[config.mk]
export PLATFORM = sky130hd
export DESIGN_NAME = gl_top
export DESIGN_NICKNAME = d
export VERILOG_FILES = /design/src/hdl/gl_pkg.sv /design/src/hdl/gl_retire_if.sv /design/src/hdl/gl_alloc_if.sv /design/src/hdl/gl_top.sv /design/src/hdl/gl_commit.sv /design/src/hdl/graduation_list.sv /design/src/hdl/gl_dispatch.sv
export VERILOG_INCLUDE_DIRS = /design/src /design/src/include
export SDC_FILE = /design/constraint.sdc
export NUM_CORES = 1
export LEC_CHECK = 0
export BUFFER_PORTS_ARGS = -buffer_cell sky130_fd_sc_hd__buf_2
export CAP_MARGIN = 20
export CELL_PAD_IN_SITES_DETAIL_PLACEMENT = 0
export CELL_PAD_IN_SITES_GLOBAL_PLACEMENT = 1
export CORE_MARGIN = 8
export CORE_UTILIZATION = 45
export DETAILED_ROUTE_END_ITERATION = 16
export PLACE_DENSITY = 0.73
export RECOVER_POWER = 50
export SYNTH_ARGS = -nofsm -noshare
export SYNTH_HDL_FRONTEND = slang
export SYNTH_SLANG_ARGS = --single-unit
[constraint.sdc]
create_clock -name clk_i -period 7.4 [get_ports clk_i]
set_input_delay 0.74 -clock clk_i [delete_from_list [all_inputs] [get_ports clk_i]]
set_output_delay 0.74 -clock clk_i [all_outputs]
set_load 0.01 [all_outputs]
[src/include/gl_consts.svh]
`ifndef GL_CONSTS_SVH
`define GL_CONSTS_SVH

// List depth, keep it a power of two
`define GL_ENTRIES 8

// Index width, log2 of the depth
`define GL_IDX_W 3

`define GL_PC_W 32
`define GL_CAUSE_W 4

`endif
[src/hdl/gl_pkg.sv]
`include "gl_consts.svh"

package gl_pkg;

    typedef enum logic [2:0] {
        OP_ALU,
        OP_LOAD,
        OP_STORE,    // Finished at dispatch
        OP_BRANCH,
        OP_CSR
    } gl_op_e;

    typedef enum logic [1:0] {
        HS_IDLE,
        HS_BUSY,
        HS_ACK,
        HS_WAIT_LOW
    } hs_state_e;

    typedef logic [`GL_IDX_W-1:0] gl_index_t;

    // One bit wider than the index, holds 0 to GL_ENTRIES
    typedef logic [$clog2(`GL_ENTRIES):0] gl_count_t;

    typedef struct packed {
        logic [`GL_PC_W-1:0]    pc;
        gl_op_e                 op;
        logic                   ex_valid;
        logic [`GL_CAUSE_W-1:0] ex_cause;
    } gl_instr_t;

    typedef struct packed {
        gl_instr_t instr;
        logic      done;
    } gl_entry_t;

    typedef struct packed {
        logic                   valid;
        gl_index_t              index;
        logic [`GL_CAUSE_W-1:0] cause;
    } gl_exc_t;

endpackage

[src/hdl/gl_retire_if.sv]
`timescale 1ns/100ps

interface gl_retire_if;

    logic              head_valid;    // Not empty and head is done
    gl_pkg::gl_entry_t head_entry;
    gl_pkg::gl_index_t head_index;
    logic              pop;           // Retire the head
    logic              flush_all;     // Drop every entry and the exception record

    modport list (
        output head_valid,
        output head_entry,
        output head_index,
        input  pop,
        input  flush_all
    );

    modport commit (
        input  head_valid,
        input  head_entry,
        input  head_index,
        output pop,
        output flush_all
    );

endinterface

[src/hdl/gl_alloc_if.sv]
`timescale 1ns/100ps

interface gl_alloc_if;

    logic              alloc_valid;    // Held until granted
    gl_pkg::gl_instr_t alloc_instr;
    logic              alloc_grant;    // One cycle, entry written at the next edge
    gl_pkg::gl_index_t alloc_index;    // Tail slot

    modport dispatch (
        output alloc_valid,
        output alloc_instr,
        input  alloc_grant,
        input  alloc_index
    );

    modport list (
        input  alloc_valid,
        input  alloc_instr,
        output alloc_grant,
        output alloc_index
    );

endinterface

[src/hdl/gl_top.sv]
`timescale 1ns/100ps
`include "gl_consts.svh"

module gl_top (
    input  logic                   clk_i,
    input  logic                   rstn_i,
    input  logic                   disp_req_i,
    input  logic [`GL_PC_W-1:0]    disp_pc_i,
    input  gl_pkg::gl_op_e         disp_op_i,
    input  logic                   disp_ex_valid_i,
    input  logic [`GL_CAUSE_W-1:0] disp_ex_cause_i,
    output logic                   disp_ack_o,
    output gl_pkg::gl_index_t      disp_index_o,
    input  logic                   wb_valid_i,
    input  gl_pkg::gl_index_t      wb_index_i,
    input  logic                   wb_ex_i,
    input  logic [`GL_CAUSE_W-1:0] wb_cause_i,
    input  logic                   flush_i,
    input  gl_pkg::gl_index_t      flush_index_i,
    output logic                   com_req_o,
    output logic [`GL_PC_W-1:0]    com_pc_o,
    output gl_pkg::gl_op_e         com_op_o,
    output gl_pkg::gl_index_t      com_index_o,
    output logic                   com_ex_o,
    output logic [`GL_CAUSE_W-1:0] com_cause_o,
    input  logic                   com_ack_i,
    output logic                   full_o,
    output logic                   empty_o,
    output logic                   exc_valid_o,
    output gl_pkg::gl_index_t      exc_index_o,
    output logic [`GL_CAUSE_W-1:0] exc_cause_o
);

    gl_alloc_if      alloc_if ();
    gl_retire_if     retire_if ();
    gl_pkg::gl_exc_t exc;

    gl_dispatch u_dispatch (
        .clk_i           (clk_i),
        .rstn_i          (rstn_i),
        .disp_req_i      (disp_req_i),
        .disp_pc_i       (disp_pc_i),
        .disp_op_i       (disp_op_i),
        .disp_ex_valid_i (disp_ex_valid_i),
        .disp_ex_cause_i (disp_ex_cause_i),
        .disp_ack_o      (disp_ack_o),
        .disp_index_o    (disp_index_o),
        .alloc           (alloc_if.dispatch)
    );

    graduation_list u_list (
        .clk_i         (clk_i),
        .rstn_i        (rstn_i),
        .alloc         (alloc_if.list),
        .retire        (retire_if.list),
        .wb_valid_i    (wb_valid_i),
        .wb_index_i    (wb_index_i),
        .wb_ex_i       (wb_ex_i),
        .wb_cause_i    (wb_cause_i),
        .flush_i       (flush_i),
        .flush_index_i (flush_index_i),
        .full_o        (full_o),
        .empty_o       (empty_o),
        .exc_o         (exc)
    );

    gl_commit u_commit (
        .clk_i       (clk_i),
        .rstn_i      (rstn_i),
        .retire      (retire_if.commit),
        .com_ack_i   (com_ack_i),
        .com_req_o   (com_req_o),
        .com_pc_o    (com_pc_o),
        .com_op_o    (com_op_o),
        .com_index_o (com_index_o),
        .com_ex_o    (com_ex_o),
        .com_cause_o (com_cause_o)
    );

    // Exception record out on plain status ports
    assign exc_valid_o = exc.valid;
    assign exc_index_o = exc.index;
    assign exc_cause_o = exc.cause;

endmodule

[src/hdl/gl_commit.sv]
`timescale 1ns/100ps
`include "gl_consts.svh"

module gl_commit (
    input  logic                   clk_i,
    input  logic                   rstn_i,
    gl_retire_if.commit            retire,
    input  logic                   com_ack_i,
    output logic                   com_req_o,
    output logic [`GL_PC_W-1:0]    com_pc_o,
    output gl_pkg::gl_op_e         com_op_o,
    output gl_pkg::gl_index_t      com_index_o,
    output logic                   com_ex_o,
    output logic [`GL_CAUSE_W-1:0] com_cause_o
);

    gl_pkg::hs_state_e state_q;
    gl_pkg::gl_instr_t instr_q;    // Head entry on offer
    gl_pkg::gl_index_t index_q;
    logic              accept;

    assign com_req_o = (state_q == gl_pkg::HS_BUSY);
    assign accept    = com_req_o && com_ack_i;    // Ack rise, req is still high

    assign retire.pop       = accept;
    assign retire.flush_all = accept && instr_q.ex_valid;

    assign com_pc_o    = instr_q.pc;
    assign com_op_o    = instr_q.op;
    assign com_ex_o    = instr_q.ex_valid;
    assign com_cause_o = instr_q.ex_cause;
    assign com_index_o = index_q;

    always_ff @(posedge clk_i or negedge rstn_i) begin
        if (!rstn_i) begin
            state_q <= gl_pkg::HS_IDLE;
        end else begin
            case (state_q)
                gl_pkg::HS_IDLE: begin
                    if (retire.head_valid) state_q <= gl_pkg::HS_BUSY;
                end
                gl_pkg::HS_BUSY: begin
                    if (accept) state_q <= gl_pkg::HS_ACK;
                end
                gl_pkg::HS_ACK: begin
                    // Retire stage holds ack as long as it needs
                    if (!com_ack_i) state_q <= gl_pkg::HS_WAIT_LOW;
                end
                gl_pkg::HS_WAIT_LOW: state_q <= gl_pkg::HS_IDLE;
                default:             state_q <= gl_pkg::HS_IDLE;
            endcase
        end
    end

    always_ff @(posedge clk_i) begin
        if (state_q == gl_pkg::HS_IDLE && retire.head_valid) begin
            instr_q <= retire.head_entry.instr;
            index_q <= retire.head_index;
        end
    end

endmodule

[src/hdl/graduation_list.sv]
`timescale 1ns/100ps
`include "gl_consts.svh"

module graduation_list (
    input  logic                   clk_i,
    input  logic                   rstn_i,
    gl_alloc_if.list               alloc,
    gl_retire_if.list              retire,
    input  logic                   wb_valid_i,
    input  gl_pkg::gl_index_t      wb_index_i,
    input  logic                   wb_ex_i,
    input  logic [`GL_CAUSE_W-1:0] wb_cause_i,
    input  logic                   flush_i,
    input  gl_pkg::gl_index_t      flush_index_i,    // Last correct entry
    output logic                   full_o,
    output logic                   empty_o,
    output gl_pkg::gl_exc_t        exc_o
);

    gl_pkg::gl_index_t      head_q;
    gl_pkg::gl_index_t      tail_q;
    gl_pkg::gl_count_t      count_q;
    gl_pkg::gl_instr_t      instr_q [`GL_ENTRIES];
    logic [`GL_ENTRIES-1:0] done_q;
    gl_pkg::gl_exc_t        exc_q;
    gl_pkg::gl_exc_t        exc_n;
    gl_pkg::gl_exc_t        exc_cand;
    logic                   grant;
    logic                   done_on_entry;
    logic                   branch_flush;
    gl_pkg::gl_index_t      keep_span;    // Age of the last correct entry

    // Distance from the head, smaller is older
    function automatic gl_pkg::gl_index_t ring_age(input gl_pkg::gl_index_t idx,
                                                   input gl_pkg::gl_index_t hd);
        return idx - hd;
    endfunction

    assign full_o   = (count_q == gl_pkg::gl_count_t'(`GL_ENTRIES));
    assign empty_o  = (count_q == '0);
    assign grant    = alloc.alloc_valid && !full_o && !flush_i && !retire.flush_all;

    assign alloc.alloc_grant = grant;
    assign alloc.alloc_index = tail_q;

    // Stores and faulting instructions never see a writeback
    assign done_on_entry = (alloc.alloc_instr.op == gl_pkg::OP_STORE) ||
                           alloc.alloc_instr.ex_valid;

    assign branch_flush = flush_i && !empty_o;
    assign keep_span    = ring_age(flush_index_i, head_q);

    assign retire.head_valid = !empty_o && done_q[head_q];
    assign retire.head_index = head_q;
    assign retire.head_entry = '{instr: instr_q[head_q], done: done_q[head_q]};

    always_ff @(posedge clk_i or negedge rstn_i) begin
        if (!rstn_i) begin
            head_q  <= '0;
            tail_q  <= '0;
            count_q <= '0;
        end else if (retire.flush_all) begin
            head_q  <= '0;
            tail_q  <= '0;
            count_q <= '0;
        end else if (branch_flush) begin
            // Keep head up to flush_index, a pop in the same cycle still counts
            head_q  <= head_q + gl_pkg::gl_index_t'(retire.pop);
            tail_q  <= flush_index_i + gl_pkg::gl_index_t'(1);
            count_q <= gl_pkg::gl_count_t'(keep_span) + gl_pkg::gl_count_t'(1)
                       - gl_pkg::gl_count_t'(retire.pop);
        end else begin
            head_q  <= head_q + gl_pkg::gl_index_t'(retire.pop);
            tail_q  <= tail_q + gl_pkg::gl_index_t'(grant);
            count_q <= count_q + gl_pkg::gl_count_t'(grant)
                       - gl_pkg::gl_count_t'(retire.pop);
        end
    end

    // Completion bits
    always_ff @(posedge clk_i or negedge rstn_i) begin
        if (!rstn_i) begin
            done_q <= '0;
        end else begin
            if (grant) done_q[tail_q] <= done_on_entry;
            if (wb_valid_i) done_q[wb_index_i] <= 1'b1;
        end
    end

    always_ff @(posedge clk_i) begin
        if (grant) instr_q[tail_q] <= alloc.alloc_instr;
        if (wb_valid_i && wb_ex_i) begin
            instr_q[wb_index_i].ex_valid <= 1'b1;
            instr_q[wb_index_i].ex_cause <= wb_cause_i;
        end
    end

    // Oldest pending exception
    always_comb begin
        exc_cand = '0;
        if (wb_valid_i && wb_ex_i) begin
            exc_cand = '{valid: 1'b1, index: wb_index_i, cause: wb_cause_i};
        end else if (grant && alloc.alloc_instr.ex_valid) begin
            // New entry is the youngest, so a writeback wins
            exc_cand = '{valid: 1'b1, index: tail_q, cause: alloc.alloc_instr.ex_cause};
        end

        exc_n = exc_q;
        if (exc_cand.valid && (!exc_q.valid ||
            ring_age(exc_cand.index, head_q) < ring_age(exc_q.index, head_q))) begin
            exc_n = exc_cand;
        end

        // Record on a squashed entry goes away
        if (branch_flush && exc_n.valid && ring_age(exc_n.index, head_q) > keep_span) begin
            exc_n = '0;
        end
        if (retire.flush_all) exc_n = '0;
    end

    always_ff @(posedge clk_i or negedge rstn_i) begin
        if (!rstn_i) begin
            exc_q <= '0;
        end else begin
            exc_q <= exc_n;
        end
    end

    assign exc_o = exc_q;

endmodule

[src/hdl/gl_dispatch.sv]
`timescale 1ns/100ps
`include "gl_consts.svh"

module gl_dispatch (
    input  logic                   clk_i,
    input  logic                   rstn_i,
    input  logic                   disp_req_i,
    input  logic [`GL_PC_W-1:0]    disp_pc_i,
    input  gl_pkg::gl_op_e         disp_op_i,
    input  logic                   disp_ex_valid_i,
    input  logic [`GL_CAUSE_W-1:0] disp_ex_cause_i,
    output logic                   disp_ack_o,
    output gl_pkg::gl_index_t      disp_index_o,
    gl_alloc_if.dispatch           alloc
);

    gl_pkg::hs_state_e state_q;
    logic              req_q;      // Registered request
    gl_pkg::gl_instr_t instr_q;

    assign alloc.alloc_valid = (state_q == gl_pkg::HS_BUSY);
    assign alloc.alloc_instr = instr_q;

    always_ff @(posedge clk_i or negedge rstn_i) begin
        if (!rstn_i) begin
            state_q    <= gl_pkg::HS_IDLE;
            req_q      <= 1'b0;
            disp_ack_o <= 1'b0;
        end else begin
            req_q <= disp_req_i;
            case (state_q)
                gl_pkg::HS_IDLE: begin
                    if (req_q) state_q <= gl_pkg::HS_BUSY;
                end
                gl_pkg::HS_BUSY: begin
                    // Stalls here while the list is full or flushing
                    if (alloc.alloc_grant) begin
                        state_q    <= gl_pkg::HS_ACK;
                        disp_ack_o <= 1'b1;
                    end
                end
                gl_pkg::HS_ACK: begin
                    if (!req_q) begin
                        state_q    <= gl_pkg::HS_WAIT_LOW;
                        disp_ack_o <= 1'b0;
                    end
                end
                gl_pkg::HS_WAIT_LOW: begin
                    // Ack is already low here
                    if (!req_q) state_q <= gl_pkg::HS_IDLE;
                end
                default: state_q <= gl_pkg::HS_IDLE;
            endcase
        end
    end

    // Instruction and assigned index
    always_ff @(posedge clk_i) begin
        if (state_q == gl_pkg::HS_IDLE && req_q) begin
            instr_q.pc       <= disp_pc_i;
            instr_q.op       <= disp_op_i;
            instr_q.ex_valid <= disp_ex_valid_i;
            instr_q.ex_cause <= disp_ex_cause_i;
        end
        if (state_q == gl_pkg::HS_BUSY && alloc.alloc_grant) begin
            disp_index_o <= alloc.alloc_index;    // Stays put while ack is high
        end
    end

endmodule

# [Yosys cells after proc, flatten, opt, wreduce, memory -nomap -nowiden]
# Memories as Yosys holds them, arrays and structs flattened. A register that Yosys moved wholly into a read port is not among the register bits.
# Cells that the tools add are included.
[classes] addsub=11 multipliers=0 div=0 n_lt_le_gt_ge=7 eq_ne=15 shift=0 n_mux=35 bitwise_logic=1 n_reduce_logical=32
[op_table] op="2-to-1 mux 8 bit" n=7
[op_table] op="logical AND 1 bit" n=17
[op_table] op="case mux 2 bit (4 select lines)" n=2
[op_table] op="2-to-1 mux 2 bit" n=7
[op_table] op="< comparator 3 x 4 -> 1 bit, second input constant" n=3
[op_table] op="subtractor 3 bit" n=4
[op_table] op="inequality test 2 bit, second input constant" n=5
[op_table] op="2-to-1 mux 1 bit" n=9
[op_table] op="2-to-1 mux 3 bit" n=3
[op_table] op="bitwise mux 8 bit" n=1
[op_table] op="equality test 2 bit, second input constant" n=4
[op_table] op="2-to-1 mux 4 bit" n=2
[op_table] op="OR 8 bit" n=1
[op_table] op="subtractor 4 x 1 -> 4 bit" n=2
[op_table] op="adder 3 x 1 -> 3 bit" n=2
[op_table] op="demux 1 bit (select 3 bit)" n=2
[op_table] op=">= comparator 3 x 1 -> 1 bit, second input constant" n=2
[op_table] op="AND reduction 3 bit" n=2
[op_table] op="zero test 1 bit" n=5
[op_table] op="adder 3 x 1 -> 4 bit, second input constant" n=1
[op_table] op="adder 4 x 1 -> 4 bit" n=1
[op_table] op="equality test 2 x 1 -> 1 bit, second input constant" n=2
[op_table] op="equality test 4 bit, second input constant" n=1
[op_table] op="zero test 2 bit" n=2
[op_table] op="12 further kinds" n=14
[word_totals] ff_bits=78 latch_bits=0 ram_bits=320 rom_bits=0 wordCells=119 mem_count=1
[memory_table] name="u_list.instr_q" words=8 width=40 rd=1 rd_ports_with_merged_regs=1 write_ports=2 line="graduation_list.sv:23" text="gl_pkg::gl_instr_t instr_q [`GL_ENTRIES];"

# [Depth between registers and ports, before layout]
# Gate-level depths: netlist of run 1.
[logic_depth] ltp_word=18 ltp_mapped=23

# [Hierarchy]
# From an unflattened synthesis of run 1, not the netlist that was laid out.
[hier_totals] cells_unflattened=954 area_unflattened_um2=17586.9
[modules_own_cells] mod="graduation_list" instances=1 cells_per_inst=830 area_per_inst_um2=14577.7 seq_area_each_um2=10179.8
[modules_own_cells] mod="gl_dispatch" instances=1 cells_per_inst=66 area_per_inst_um2=1557.7 seq_area_each_um2=1391.3
[modules_own_cells] mod="gl_commit" instances=1 cells_per_inst=58 area_per_inst_um2=1451.4 seq_area_each_um2=1341.3

# [Worst setup path after synthesis of run 1]
# Ideal clock, no wire load.
[synth_timing] kind="input port to flip-flop" start="in com_ack_i" end="reg u_list.exc_q, in the netlist u_list.exc_o[0]" setup_ps=123 t_arrival_ps=5320 path_slack_ps=1957 path_stages=21 path_buffers=1 cell_sequence="and3_4 > buf_6 > nor3_1 > a41oi_1 > ha_1 > fa_1 > xor2_1 > xnor2_1 > ha_1 > o21ai_0 > o21ai_1 > mux2_2 > ha_1 > fa_1 > xor2_1 > xnor2_1 > ha_1 > and3_1 > a211o_1 > a31o_2 > o2bb2ai_1"
[synth_via] elab_chain_cells=17 elab_cells_between_ends=19 cone_classes="add/sub (2); order compare (2); mux (5); reduce/logical (10)"
[synth_lines] element="from (decl)" line="gl_top.sv:26" text="input logic com_ack_i,"
[synth_lines] element="logical AND 1 bit *" line="gl_commit.sv:23" text="assign accept = com_req_o && com_ack_i;"
[synth_lines] element="logical AND 1 bit *" line="gl_commit.sv:26" text="assign retire.flush_all = accept && instr_q.ex_valid;"
[synth_lines] element="zero test 1 bit" line="graduation_list.sv:41" text="assign grant = alloc.alloc_valid && !full_o && !flush_i && !retire.flush_all;"
[synth_lines] element="logical AND 1 bit" line="graduation_list.sv:41"
[synth_lines] element="logical AND 1 bit" line="graduation_list.sv:103" text="end else if (grant && alloc.alloc_instr.ex_valid) begin"
[synth_lines] element="2-to-1 mux 8 bit" line="graduation_list.sv:103"
[synth_lines] element="2-to-1 mux 8 bit" line="graduation_list.sv:101" text="if (wb_valid_i && wb_ex_i) begin"
[synth_lines] element="subtractor 3 bit" line="graduation_list.sv:36" text="return idx - hd;"
[synth_lines] element="< comparator 3 bit" line="graduation_list.sv:110" text="ring_age(exc_cand.index, head_q) < ring_age(exc_q.index, head_q))) begin"
[synth_lines] element="logical OR 1 bit" line="graduation_list.sv:109" text="if (exc_cand.valid && (!exc_q.valid ||"
[synth_lines] element="logical AND 1 bit" line="graduation_list.sv:109"
[synth_lines] element="2-to-1 mux 8 bit" line="graduation_list.sv:109"
[synth_lines] element="subtractor 3 bit" line="graduation_list.sv:36"
[synth_lines] element="> comparator 3 bit" line="graduation_list.sv:115" text="if (branch_flush && exc_n.valid && ring_age(exc_n.index, head_q) > keep_span) begin"
[synth_lines] element="logical AND 1 bit" line="graduation_list.sv:115"
[synth_lines] element="2-to-1 mux 8 bit" line="graduation_list.sv:115"
[synth_lines] element="2-to-1 mux 8 bit" line="graduation_list.sv:118" text="if (retire.flush_all) exc_n = '0;"
[synth_lines] element="to (signal assigned)" line="graduation_list.sv:125" text="exc_q <= exc_n;"
[synth_lines] element="to (decl)" line="graduation_list.sv:25" text="gl_pkg::gl_exc_t exc_q;"
# Mark *: on every way between the ends. The rest lies on a longest branch, timed or not. The select of a mux whose other input is x is not followed.
# A chain may end at the register's enable or synchronous reset.

# [Final worst setup path of run 1]
[layout_timing] start="reg u_commit.state_q[1]" end="reg u_list.exc_q, in the netlist u_list.exc_o[0]"
[layout_via] elab_chain_cells=18 elab_cells_between_ends=20 cone_classes="add/sub (2); order compare (2); eq/ne (1); mux (5); reduce/logical (10)"
[layout_lines] element="from (decl)" line="gl_commit.sv:17" text="gl_pkg::hs_state_e state_q;"
[layout_lines] element="from (signal assigned)" line="gl_commit.sv:36" text="state_q <= gl_pkg::HS_IDLE;"
[layout_lines] element="from (signal assigned)" line="gl_commit.sv:40" text="if (retire.head_valid) state_q <= gl_pkg::HS_BUSY;"
[layout_lines] element="from (signal assigned)" line="gl_commit.sv:43" text="if (accept) state_q <= gl_pkg::HS_ACK;"
[layout_lines] element="equality test 2 x 1 -> 1 bit *" line="gl_commit.sv:22" text="assign com_req_o = (state_q == gl_pkg::HS_BUSY);"
[layout_lines] element="logical AND 1 bit *" line="gl_commit.sv:23"
[layout_lines] element="logical AND 1 bit *" line="gl_commit.sv:26"
[layout_lines] element="zero test 1 bit" line="graduation_list.sv:41"
[layout_lines] element="logical AND 1 bit" line="graduation_list.sv:41"
[layout_lines] element="logical AND 1 bit" line="graduation_list.sv:103"
[layout_lines] element="2-to-1 mux 8 bit" line="graduation_list.sv:103"
[layout_lines] element="2-to-1 mux 8 bit" line="graduation_list.sv:101"
[layout_lines] element="[... 2 more ...]"
[layout_lines] element="logical OR 1 bit" line="graduation_list.sv:109"
[layout_lines] element="logical AND 1 bit" line="graduation_list.sv:109"
[layout_lines] element="2-to-1 mux 8 bit" line="graduation_list.sv:109"
[layout_lines] element="subtractor 3 bit" line="graduation_list.sv:36"
[layout_lines] element="> comparator 3 bit" line="graduation_list.sv:115"
[layout_lines] element="logical AND 1 bit" line="graduation_list.sv:115"
[layout_lines] element="2-to-1 mux 8 bit" line="graduation_list.sv:115"
[layout_lines] element="2-to-1 mux 8 bit" line="graduation_list.sv:118"
# Marks and branches as above.

==> results of run 1 <==
flip-flops by register name, summed over array words and instances (netlist names), 2 cells and up:
name,cells
u_dispatch.state_q,2
u_list.alloc.alloc_index,3
u_list.done_q,8
u_commit.com_cause_o,4
u_list.instr_q,320
u_dispatch.alloc.alloc_instr,40
u_list.exc_o,8
u_commit.com_pc_o,32
u_list.retire.head_index,3
u_commit.com_op_o,3
u_commit.com_index_o,3
u_dispatch.disp_index_o,3
u_commit.state_q,2
u_list.count_q,4
layer usage:
metal	wire (um)	share of wire (%)
met5	0	0
met4	700	1.9
met3	2120	5.8
met2	18200	49
met1	15800	43
cell families (layout without fill, tap and decap cells):
family          count (synthesis)  in the layout  share of synthesized area, %
buf+inv                        78            241                          1.80
flops                         438            438                          73.5
compound gates                 79             79                          2.93
xor+xnor                       13             13                         0.648
simple gates                  163            163                          4.26
fa+ha+maj                      36             36                          2.78
mux                           140            140                          14.1
worst min-delay path by stage:
stage,from,slack (ns),cells after the start,end
after floorplan,u_list.alloc.alloc_index[2],0.42,0,u_dispatch.disp_index_o[2]
final,disp_req_i,0.30,1,u_dispatch.req_q
after global routing,disp_req_i,0.28,1,u_dispatch.req_q
after global placement,u_list.instr_q[7][4],0.45,1,u_list.instr_q[7][4]
after detailed placement,u_list.instr_q[7][4],0.46,1,u_list.instr_q[7][4]
after CTS,disp_req_i,0.28,1,u_dispatch.req_q
Yosys cell counts, types with 2 or more instances:
master     instances
buf_2             13
clkbuf_1          25
or2_2              4
mux2_2            45
and3_1             2
xor2_1             4
or3b_1             4
o21ai_1           11
dfrtp_1           32
dfxtp_1            8
o21ai_0           29
ha_1              31
fa_1               5
mux2i_1           13
o22ai_1            2
a21oi_1            6
nand2_1           93
inv_2              2
nand3_1            2
nand2b_1           6
buf_1              6
o221ai_1           6
o211ai_1           5
inv_1             31
a211oi_1           4
nor2b_1            4
edfxtp_1         398
mux4_2            82
nor2_1            26
a211o_1            4
xnor2_1            9
and2_1             5
o2bb2ai_1          4
nor3_1             8
power by group through the flow:
stage	registers (mW)	clock network, mW	logic (mW)
floorplan	3.52	0	1.45
finish	3.51	2.24	2.02
global placement	3.59	0	2.01
CTS	3.57	2.29	2.03
detailed placement	3.61	0	2.02
global route	3.56	2.38	2.24
cell type report:
cell class                      count  area (um^2)
Clock buffer                       59         1230
Clock inverter                     24          241
Fill cell                        3103        18600
Inverter                           33          124
Multi-Input combinational cell    431         4360
Sequential cell                   438        12900
Tap cell                          518          648
Timing Repair Buffer              125          581
==> metrics.md, run 1 <==
| Metric | Value |
|---|---|
| Crit path launch type | flip-flop |
| Final Cell Area | 20100 um^2 |
| RSZ-0062 raised after global routing | false |
| Worst path depth | 22 |
| Most common cell after layout, fill and taps aside | edfxtp_1 |
| Total GRT Usage | between 10% and 20% |
| R2R cell count | 22 |
| Crit-path max FO | 15 |
| Final setup vio count | 0 |
| I/O pins | 115 |
| Combinational Power Share | 26.0% |
| Total wire length | 36800 um |
| Slowest cell delay on critical path | 0.54 ns |
| Max Freq | about 160 MHz |
| Seq pwr share | 45.1% |
| Post-Syn Area per Cell | between 15 and 20 um^2 |
| Core area | 38600 um^2 |
| Die ar. | between 40000 and 50000 um^2 |
| Final Non-Filler Cells | 1628 |
| GRT busiest layer | met2 |
| Sw Share | 29.2% |
| Failing checks | max-capacitance violations, max-slew violations |
| Cell count after synthesis | 947 |
| Worst EP arrival | 6.68 ns |
| Post-synthesis sequential area ratio | 73.5% |
| Post-DRT Antenna Nets | 0 |
| CTS Buf Count | 46 |
| Slew Viols, Final | 118 |
| Clock transition at path regs | 0.06 ns |
| Top cell type's share of synthesized area | 68.0% |
| TritonCTS Sinks | 438 |
| Via count | 8802 |
| Max-cap viol count | 3 |
| Detailed-router iteration count before antenna repair | 5 |
| TritonCTS clock tree | done |
| Ys flop type | edfxtp_1 |
| Drt wl/cell | between 20 and 25 um |
| Cell taking the most area after synthesis | edfxtp_1 |
| Placed cell areas | 18700 um^2 |
| Synthesized flop and latch total | 438 |
| CP max stage cell | nor3_1 |
| CP Capture Point | u_list.exc_o[0] |
| Worst Path Required | approximately 8 ns |
| Die Y-Extent | 214 um |
| WHS | 0.296 ns |
| Final worst slack | 1.15 ns |
| # diodes | 0 |
| CP delay by family, top | adder cells |
| GP Congestion | 0.814 |
| Worst Clk Skew | roughly 0.018 ns |
| Final Hold Fails | 0 |
| Ys async rst share | 7.31% |
| Number of port buffers | between 100 and 150 |
| Area growth, synth to finish | 14.3% |
| Global-route wire length before repair | 56200 um |
| Setup_tns | 0 ns |
| FF-to-FF setup slack | 1.15 ns |
| Minimum clock period | 6.25 ns |
| Detailed-route DRC error count | 0 |
| Number of post-CTS setup repair buffers | 0 |
| Ratio of cells with drive above 1 in the final layout | 24.1% |
| Remaining Overflow, GRT | 0 |
| Initial antenna violation count | 0 |
| Tot Pwr | 7.77 mW |
| Peak VDD IR | between 0.0002 and 0.0003 V |
| Clk pwr share | 28.9% |
| Netlist Area Pre-Place | around 18000 um^2 |
| Initial DRC Count | 556 |
| Syn Nets | around 1000 |
| Hold buffer count at cts | 0 |
| Pwr per Cell Area | 387 nW/um^2 |
| Reg2reg end | u_list.exc_o[0] |
| Initial core utilization | between 40 and 50% |
| Vias per inst | 5.41 |
| Post-cts repair resize count | 0 |
| Pint | 5.51 mW |
| WP buf/inv | 1 |
| Final Util | 52.0% |
| Critical path type | reg -> reg |
| Row cnt | 72 |
| Final period utilization | a little over four fifths |
| Met2 GRT Util | 27.5% |
| Max_slew headroom | -119% |
| Sw Pwr | roughly 2.3 mW |
| Place WS | 1.29 ns |
| Largest net degree at the start of global routing | 66 |
| CP startpoint | u_commit.state_q[1] |
| R2r startpoint | u_commit.state_q[1] |
| Synth area leaders | edfxtp_1 68%, mux4_2 11%, dfrtp_1 4.6%, mux2_2 2.9%, ha_1 2.2% |
| Endpoint type of the worst setup path | flip-flop |
| Worst slew pin tran | 3.29 ns |
| Root Buffer | clkbuf_16 |
| GRT met1 Usage | a little over a fifth |
| HPWL after DPL | approximately 21000 um |
| Final #Nets | 1168 |
| Vias in the first global route | 9366 |
| H-tree level count | 2 |
| Most frequent cells in the layout | 398 x edfxtp_1, 93 x nand2_1, 82 x mux4_2, 81 x clkbuf_1, 47 x clkbuf_16 |
| Cell mode on critical path | ha_1 |
| Hold Path Class | in -> reg |
| EDFF count, synth | 398 |
| Met3 Use GR | between 3 and 4% |
| Synth unique cells | 52 |
| Clk_lat worst skew | 0.55 ns |
| LEAKAGE | about 6.9 nW |
| Status | finished with violations |
| DIE WIDTH | 214 um |
| Yosys warnings | 0 |
| Cell chain of the critical path | inv_1 -> ha_1 -> and3_1 -> nor3_1 -> a41oi_1 -> ha_1 -> fa_1 -> xor2_1 -> xnor2_1 -> ha_1 -> o21ai_0 -> o21ai_1 -> mux2_2 -> ha_1 -> fa_1 -> xor2_1 -> xnor2_1 -> ha_1 -> and3_1 -> a211o_1 -> a31o_2 -> o2bb2ai_1 |
| Clock Path Buffers | 3 |
| Inst Count DP | 1544 |
(Power assumes the default switching activity.)
==> inputs of run 2 (changes only) <==
Settings changed: PLACE_DENSITY 0.73 to 0.76.
Clock period 7.4 ns to 5.7 ns, I/O delays scaled along.
==> run 2 against run 1 <==
  * The run still ends with max-capacitance violations, max-slew violations left
  * Power increased by 30%
  * Critical path type unchanged
  * Fmax is 15% higher
  * Global-route usage fell by 0.14 points
  * Core utilization about the same
==> metrics.md, run 2 (synthesis results as in run 1) <==
| Metric | Value |
|---|---|
| Footprint of the multi-input gates | 4360 um^2 |
| Area growth, synth to finish | 14.3% |
| Final Cell Area | 20100 um^2 |
| Max Freq | 184 MHz |
| Crit path launch type | flip-flop |
| Post-cts repair resize count | 0 |
| Initial core utilization | 45.5% |
| TritonCTS clock tree | done |
| HPWL after DPL | 21500 um |
| Most frequent cells in the layout | 398 x edfxtp_1, 93 x nand2_1, 82 x mux4_2, 80 x clkbuf_1, 47 x buf_2 |
| Setup_tns | 0 ns |
| Hold buffer count at cts | 0 |
| Vias per inst | between 5 and 6 |
| Placed cell areas | 18700 um^2 |
| Most common cell after layout, fill and taps aside | edfxtp_1 |
| Global-route wire length before repair | 55600 um |
| Die Y-Extent | about 210 um |
| Final period utilization | 95.3% |
| Total GRT Usage | 16.2% |
| Post-DRT Antenna Nets | 0 |
| LEAKAGE | 6.86 nW |
| Final #Nets | 1173 |
| Drt wl/cell | 22.5 um |
| Max_slew headroom | -149% |
| Final Hold Fails | 0 |
| Register Area | 12900 um^2 |
| Minimum clock period | around 5.4 ns |
| Clk_lat worst skew | between 0.5 and 0.6 ns |
| Vias in the first global route | 9270 |
| Slew Viols, Final | 187 |
| Via count | 8816 |
| Initial antenna violation count | 0 |
| Ratio of cells with drive above 1 in the final layout | between 20% and 30% |
| Die ar. | 45600 um^2 |
| Worst Clk Skew | 0.0197 ns |
| I/O pins | about 120 |
| Number of port buffers | roughly 110 |
| Critical path type | reg -> reg |
| # diodes | 0 |
| Final setup vio count | 0 |
| Max-cap viol count | 4 |
| Tot Pwr | 10.1 mW |
| GP Congestion | 0.795 |
| Pwr per Cell Area | 502 nW/um^2 |
| H-tree level count | 2 |
| Total wire length | 36800 um |
| WHS | 0.134 ns |
| Clock transition at path regs | 0.06 ns |
| Core area | 38600 um^2 |
| Root Buffer | clkbuf_16 |
| DIE WIDTH | approximately 210 um |
| Remaining Overflow, GRT | 0 |
| Clock Path Buffers | 3 |
| Largest net degree at the start of global routing | 73 |
| Endpoint type of the worst setup path | flip-flop |
| CTS Buf Count | 44 |
| Worst Path Required | between 6 and 7 ns |
| Status | finished with violations |
| Row cnt | 72 |
| Max reg flops | 320 |
| Failing checks | max-capacitance violations, max-slew violations |
| Crit-path max FO | 15 |
| Hold Path Class | in -> reg |
| Biggest register | u_list.instr_q |
| Detailed-route DRC error count | 0 |
| Initial DRC Count | 578 |
| Fillers | 3080 |
| Worst EP arrival | 5.85 ns |
| Worst slew pin tran | approximately 3.7 ns |
| Number of post-CTS setup repair buffers | 0 |
| RSZ-0062 raised after global routing | false |
| Detailed-router iteration count before antenna repair | 7 |
| Peak VDD IR | approximately 0.00033 V |
| TritonCTS Sinks | 438 |
==> run 2: area by class of cell <==
class                   count  share of cell area, %
flip-flops and latches    438                   64.3
multi-input cells         431                   21.7
clock buffers              58                   5.99
well taps                 518                   3.22
repair buffers            132                   3.12
clock inverters            22                   1.07
inverters                  33                  0.616
==> run 2: metrics by stage <==
step	std cells	utilization (%)	setup slack, ns
final	1632	52.0	0.268
after detailed placement	1550	48.5	0.342
after CTS	1630	52.2	0.303
after global routing	1632	52.0	0.0384
after global placement	1550	48.5	0.465
after floorplan	947	-	0.274
==> run 2: final timing paths <==
| check | startpoint | to | slack (ns) | cells past startpoint |
|---|---|---|---|---|
| worst max-delay path | u_commit.state_q[0] | u_list.exc_o[2] | 0.27 | 21 |
| min in group asynchronous | rstn_i | u_list.exc_o[6] | 0.51 | 1 |
| worst min register to register | u_list.instr_q[7][4] | u_list.instr_q[7][4] | 0.47 | 1 |
| worst max register to register | u_commit.state_q[0] | u_list.exc_o[2] | 0.27 | 21 |
| worst min-delay path | disp_req_i | u_dispatch.req_q | 0.13 | 1 |
| max in group asynchronous | rstn_i | u_list.retire.head_index[1] | 3.89 | 1 |
==> run 2: worst max-delay path, cell delays in order (launching register included) <==
cell,delay [ns]
dfrtp_1,0.40
ha_1,0.27
and3_4,0.27
nor3_1,0.25
a41oi_1,0.20
ha_1,0.24
fa_1,0.38
xor2_1,0.17
xnor2_1,0.15
ha_1,0.28
o21ai_0,0.08
o21ai_1,0.18
mux2_2,0.37
ha_1,0.19
fa_1,0.37
xor2_1,0.16
xnor2_1,0.15
ha_1,0.30
and3_1,0.14
a211o_1,0.29
a31o_2,0.30
o2bb2ai_1,0.14
==> run 2: power breakdown <==
group	internal, mW	switching (mW)	leakage (nW)
registers	4.21	0.314	4.06
logic	1.28	1.45	2.11
clock network	1.64	1.20	0.701
total	7.13	2.96	6.86
==> run 2: metal layers <==
| metal | vias to the layer above | share of wire, % | GRT usage [%] |
|---|---|---|---|
| met5 | - | 0 | 0 |
| met4 | 0 | 1.8 | 3.97 |
| met3 | 47 | 5.5 | 3.01 |
| met2 | 234 | 50 | 27.2 |
| met1 | 4569 | 43 | 21.7 |
| li1 | 3966 | - | - |
==> inputs of run 3 (changes only) <==
Settings changed: CORE_UTILIZATION 45 to 47, CTS_CLUSTER_SIZE set to 14, PLACE_DENSITY 0.76 to 0.78.
==> run 3 against run 2 <==
  * The run still ends with max-capacitance violations, max-slew violations left
  * Design area fell by 0.16%
  * Core utilization rose by 1.9 points
  * Sequential power barely moved
  * Final cell count fell by 2.5%
  * Power fell by 0.43%
  * Highest routed layer unchanged
==> metrics.md, run 3 (synthesis results as in run 1) <==
| Metric | Value |
|---|---|
| Global-route wire length before repair | 56100 um |
| Final Hold Fails | 0 |
| TritonCTS clock tree | done |
| Remaining Overflow, GRT | 0 |
| Hold Path Class | in -> reg |
| Post-DRT Antenna Nets | 0 |
| I/O pins | roughly 120 |
| Final setup vio count | 0 |
| Worst Path Required | between 6 and 7 ns |
| Crit path launch type | flip-flop |
| Number of post-CTS setup repair buffers | 0 |
| Clock Path Buffers | 3 |
| Final #Nets | 1176 |
| WP buf/inv | 1 |
| CTS Buf Count | 46 |
| FF-to-FF setup slack | approximately 0.30 ns |
| # diodes | 0 |
| Initial DRC Count | 497 |
| Area growth, synth to finish | 14.2% |
| Vias per inst | 5.51 |
| Max reg flops | 320 |
| Critical path type | reg -> reg |
| Detailed-route DRC error count | 0 |
| Total wire length | between 30000 and 40000 um |
| Max Freq | ~190 MHz |
| Failing checks | max-capacitance violations, max-slew violations |
| Number of port buffers | 114 |
| HPWL after DPL | 21500 um |
| Total GRT Usage | roughly 17% |
| Largest net degree at the start of global routing | 65 |
| Core area | approximately 37000 um^2 |
| Max-cap viol count | 3 |
| Final Non-Filler Cells | ~1600 |
| Worst EP arrival | 5.83 ns |
| Die Y-Extent | 209 um |
| Vias in the first global route | a little over 9000 |
| Fillers | 2898 |
| Setup_tns | 0 ns |
| CP delay by family, top | adder cells |
| H-tree level count | 2 |
| Root Buffer | clkbuf_16 |
| Slowest cell delay on critical path | 0.39 ns |
| Max_slew headroom | -128% |
| Cell mode on critical path | ha_1 |
| CP max stage cell | fa_1 |
| Pwr per Cell Area | ~500 nW/um^2 |
| Row cnt | 71 |
| Most common cell after layout, fill and taps aside | edfxtp_1 |
| Final period utilization | 94.7% |
| Detailed-router iteration count before antenna repair | 4 |
| GP Congestion | 0.839 |
| Biggest register | u_list.instr_q |
| Initial antenna violation count | 0 |
| Inst Count DP | roughly 1500 |
| Crit-path max FO | 15 |
| Initial core utilization | 47.2% |
| Worst slew pin tran | 3.42 ns |
| Clock transition at path regs | 0.06 ns |
| Slew Viols, Final | 120 |
| Die ar. | 43800 um^2 |
| Ratio of cells with drive above 1 in the final layout | 24.1% |
| RSZ-0062 raised after global routing | false |
| Via count | between 8000 and 9000 |
| TritonCTS Sinks | 438 |
| Post-cts repair resize count | 0 |
| Peak VDD IR | 0.000549 V |
| Most frequent cells in the layout | 398 x edfxtp_1, 93 x nand2_1, 82 x mux4_2, 78 x clkbuf_1, 49 x buf_2 |
| Status | finished with violations |
| Hold buffer count at cts | 0 |
| Minimum clock period | 5.40 ns |
| Cell chain of the critical path | inv_1 -> ha_1 -> and3_4 -> nor3_1 -> a41oi_1 -> ha_1 -> fa_1 -> xor2_1 -> xnor2_1 -> ha_1 -> o21ai_0 -> o21ai_1 -> mux2_2 -> ha_1 -> fa_1 -> xor2_1 -> xnor2_1 -> ha_1 -> and3_1 -> a211o_1 -> a31o_2 -> o2bb2ai_1 |
| Drt wl/cell | 23.0 um |
| Clk_lat worst skew | 0.56 ns |
| LEAKAGE | 6.89 nW |
| DIE WIDTH | 209 um |
| Worst Clk Skew | 0.0224 ns |
| Endpoint type of the worst setup path | flip-flop |
-- run 3: cell types whose count changed in the layout (fill, tap and decap cells not counted), moves of 2 or more --
cell / previous run / this run
clkinv_1: 5 / 13
clkinv_2: 10 / 7
inv_2: 7 / 2
clkbuf_1: 80 / 78
buf_2: 47 / 49
inv_1: 26 / 31
clkbuf_8: 3 / 0
-- run 3: path summary, 6_finish.rpt --
check	to	startpoint	depth (start not counted)
worst max-delay path	u_list.exc_o[1]	u_commit.state_q[1]	22
worst min-delay path	u_dispatch.req_q	disp_req_i	1
worst max register to register	u_list.exc_o[1]	u_commit.state_q[1]	22
worst min register to register	u_list.instr_q[7][4]	u_list.instr_q[7][4]	1
max in group asynchronous	u_list.retire.head_index[0]	rstn_i	1
min in group asynchronous	u_list.exc_o[1]	rstn_i	1
-- run 3: metal layers --
layer  vias up  global-route usage, %  wire length [um]
met1      4534                   22.3             15900
met2       221                   28.4             18300
met3        43                   2.77              1890
met5         -                      0                 0
met4         0                   4.08               545
li1       3980                      -                 -
-- run 3: stage by stage --
step	utilization, %	worst slack [ns]	hold slack [ns]	instance area [um^2]	power [mW]
global placement	50.2	0.441	0.447	18700	7.28
CTS	54.1	0.336	0.0982	20100	10.2
global route	53.9	0.0128	0.122	20100	10.6
floorplan	-	0.274	0.274	17600	6.44
detailed placement	50.3	0.368	0.448	18700	7.33
finish	53.9	0.302	0.136	20100	10.1
-- run 3: final cells by class --
cell class / count / area [um^2] / area share, %
repair buffers: 133 / 629 / 3.14
clock buffers: 55 / 1180 / 5.90
multi-input cells: 431 / 4360 / 21.7
inverters: 33 / 124 / 0.617
well taps: 474 / 593 / 2.96
clock inverters: 28 / 259 / 1.29
flip-flops and latches: 438 / 12900 / 64.4
-- run 3: power by group --
part           switching, mW  leakage (nW)  internal (mW)
combinational           1.43          2.12           1.23
clock                   1.19         0.705           1.67
sequential             0.317          4.06           4.21
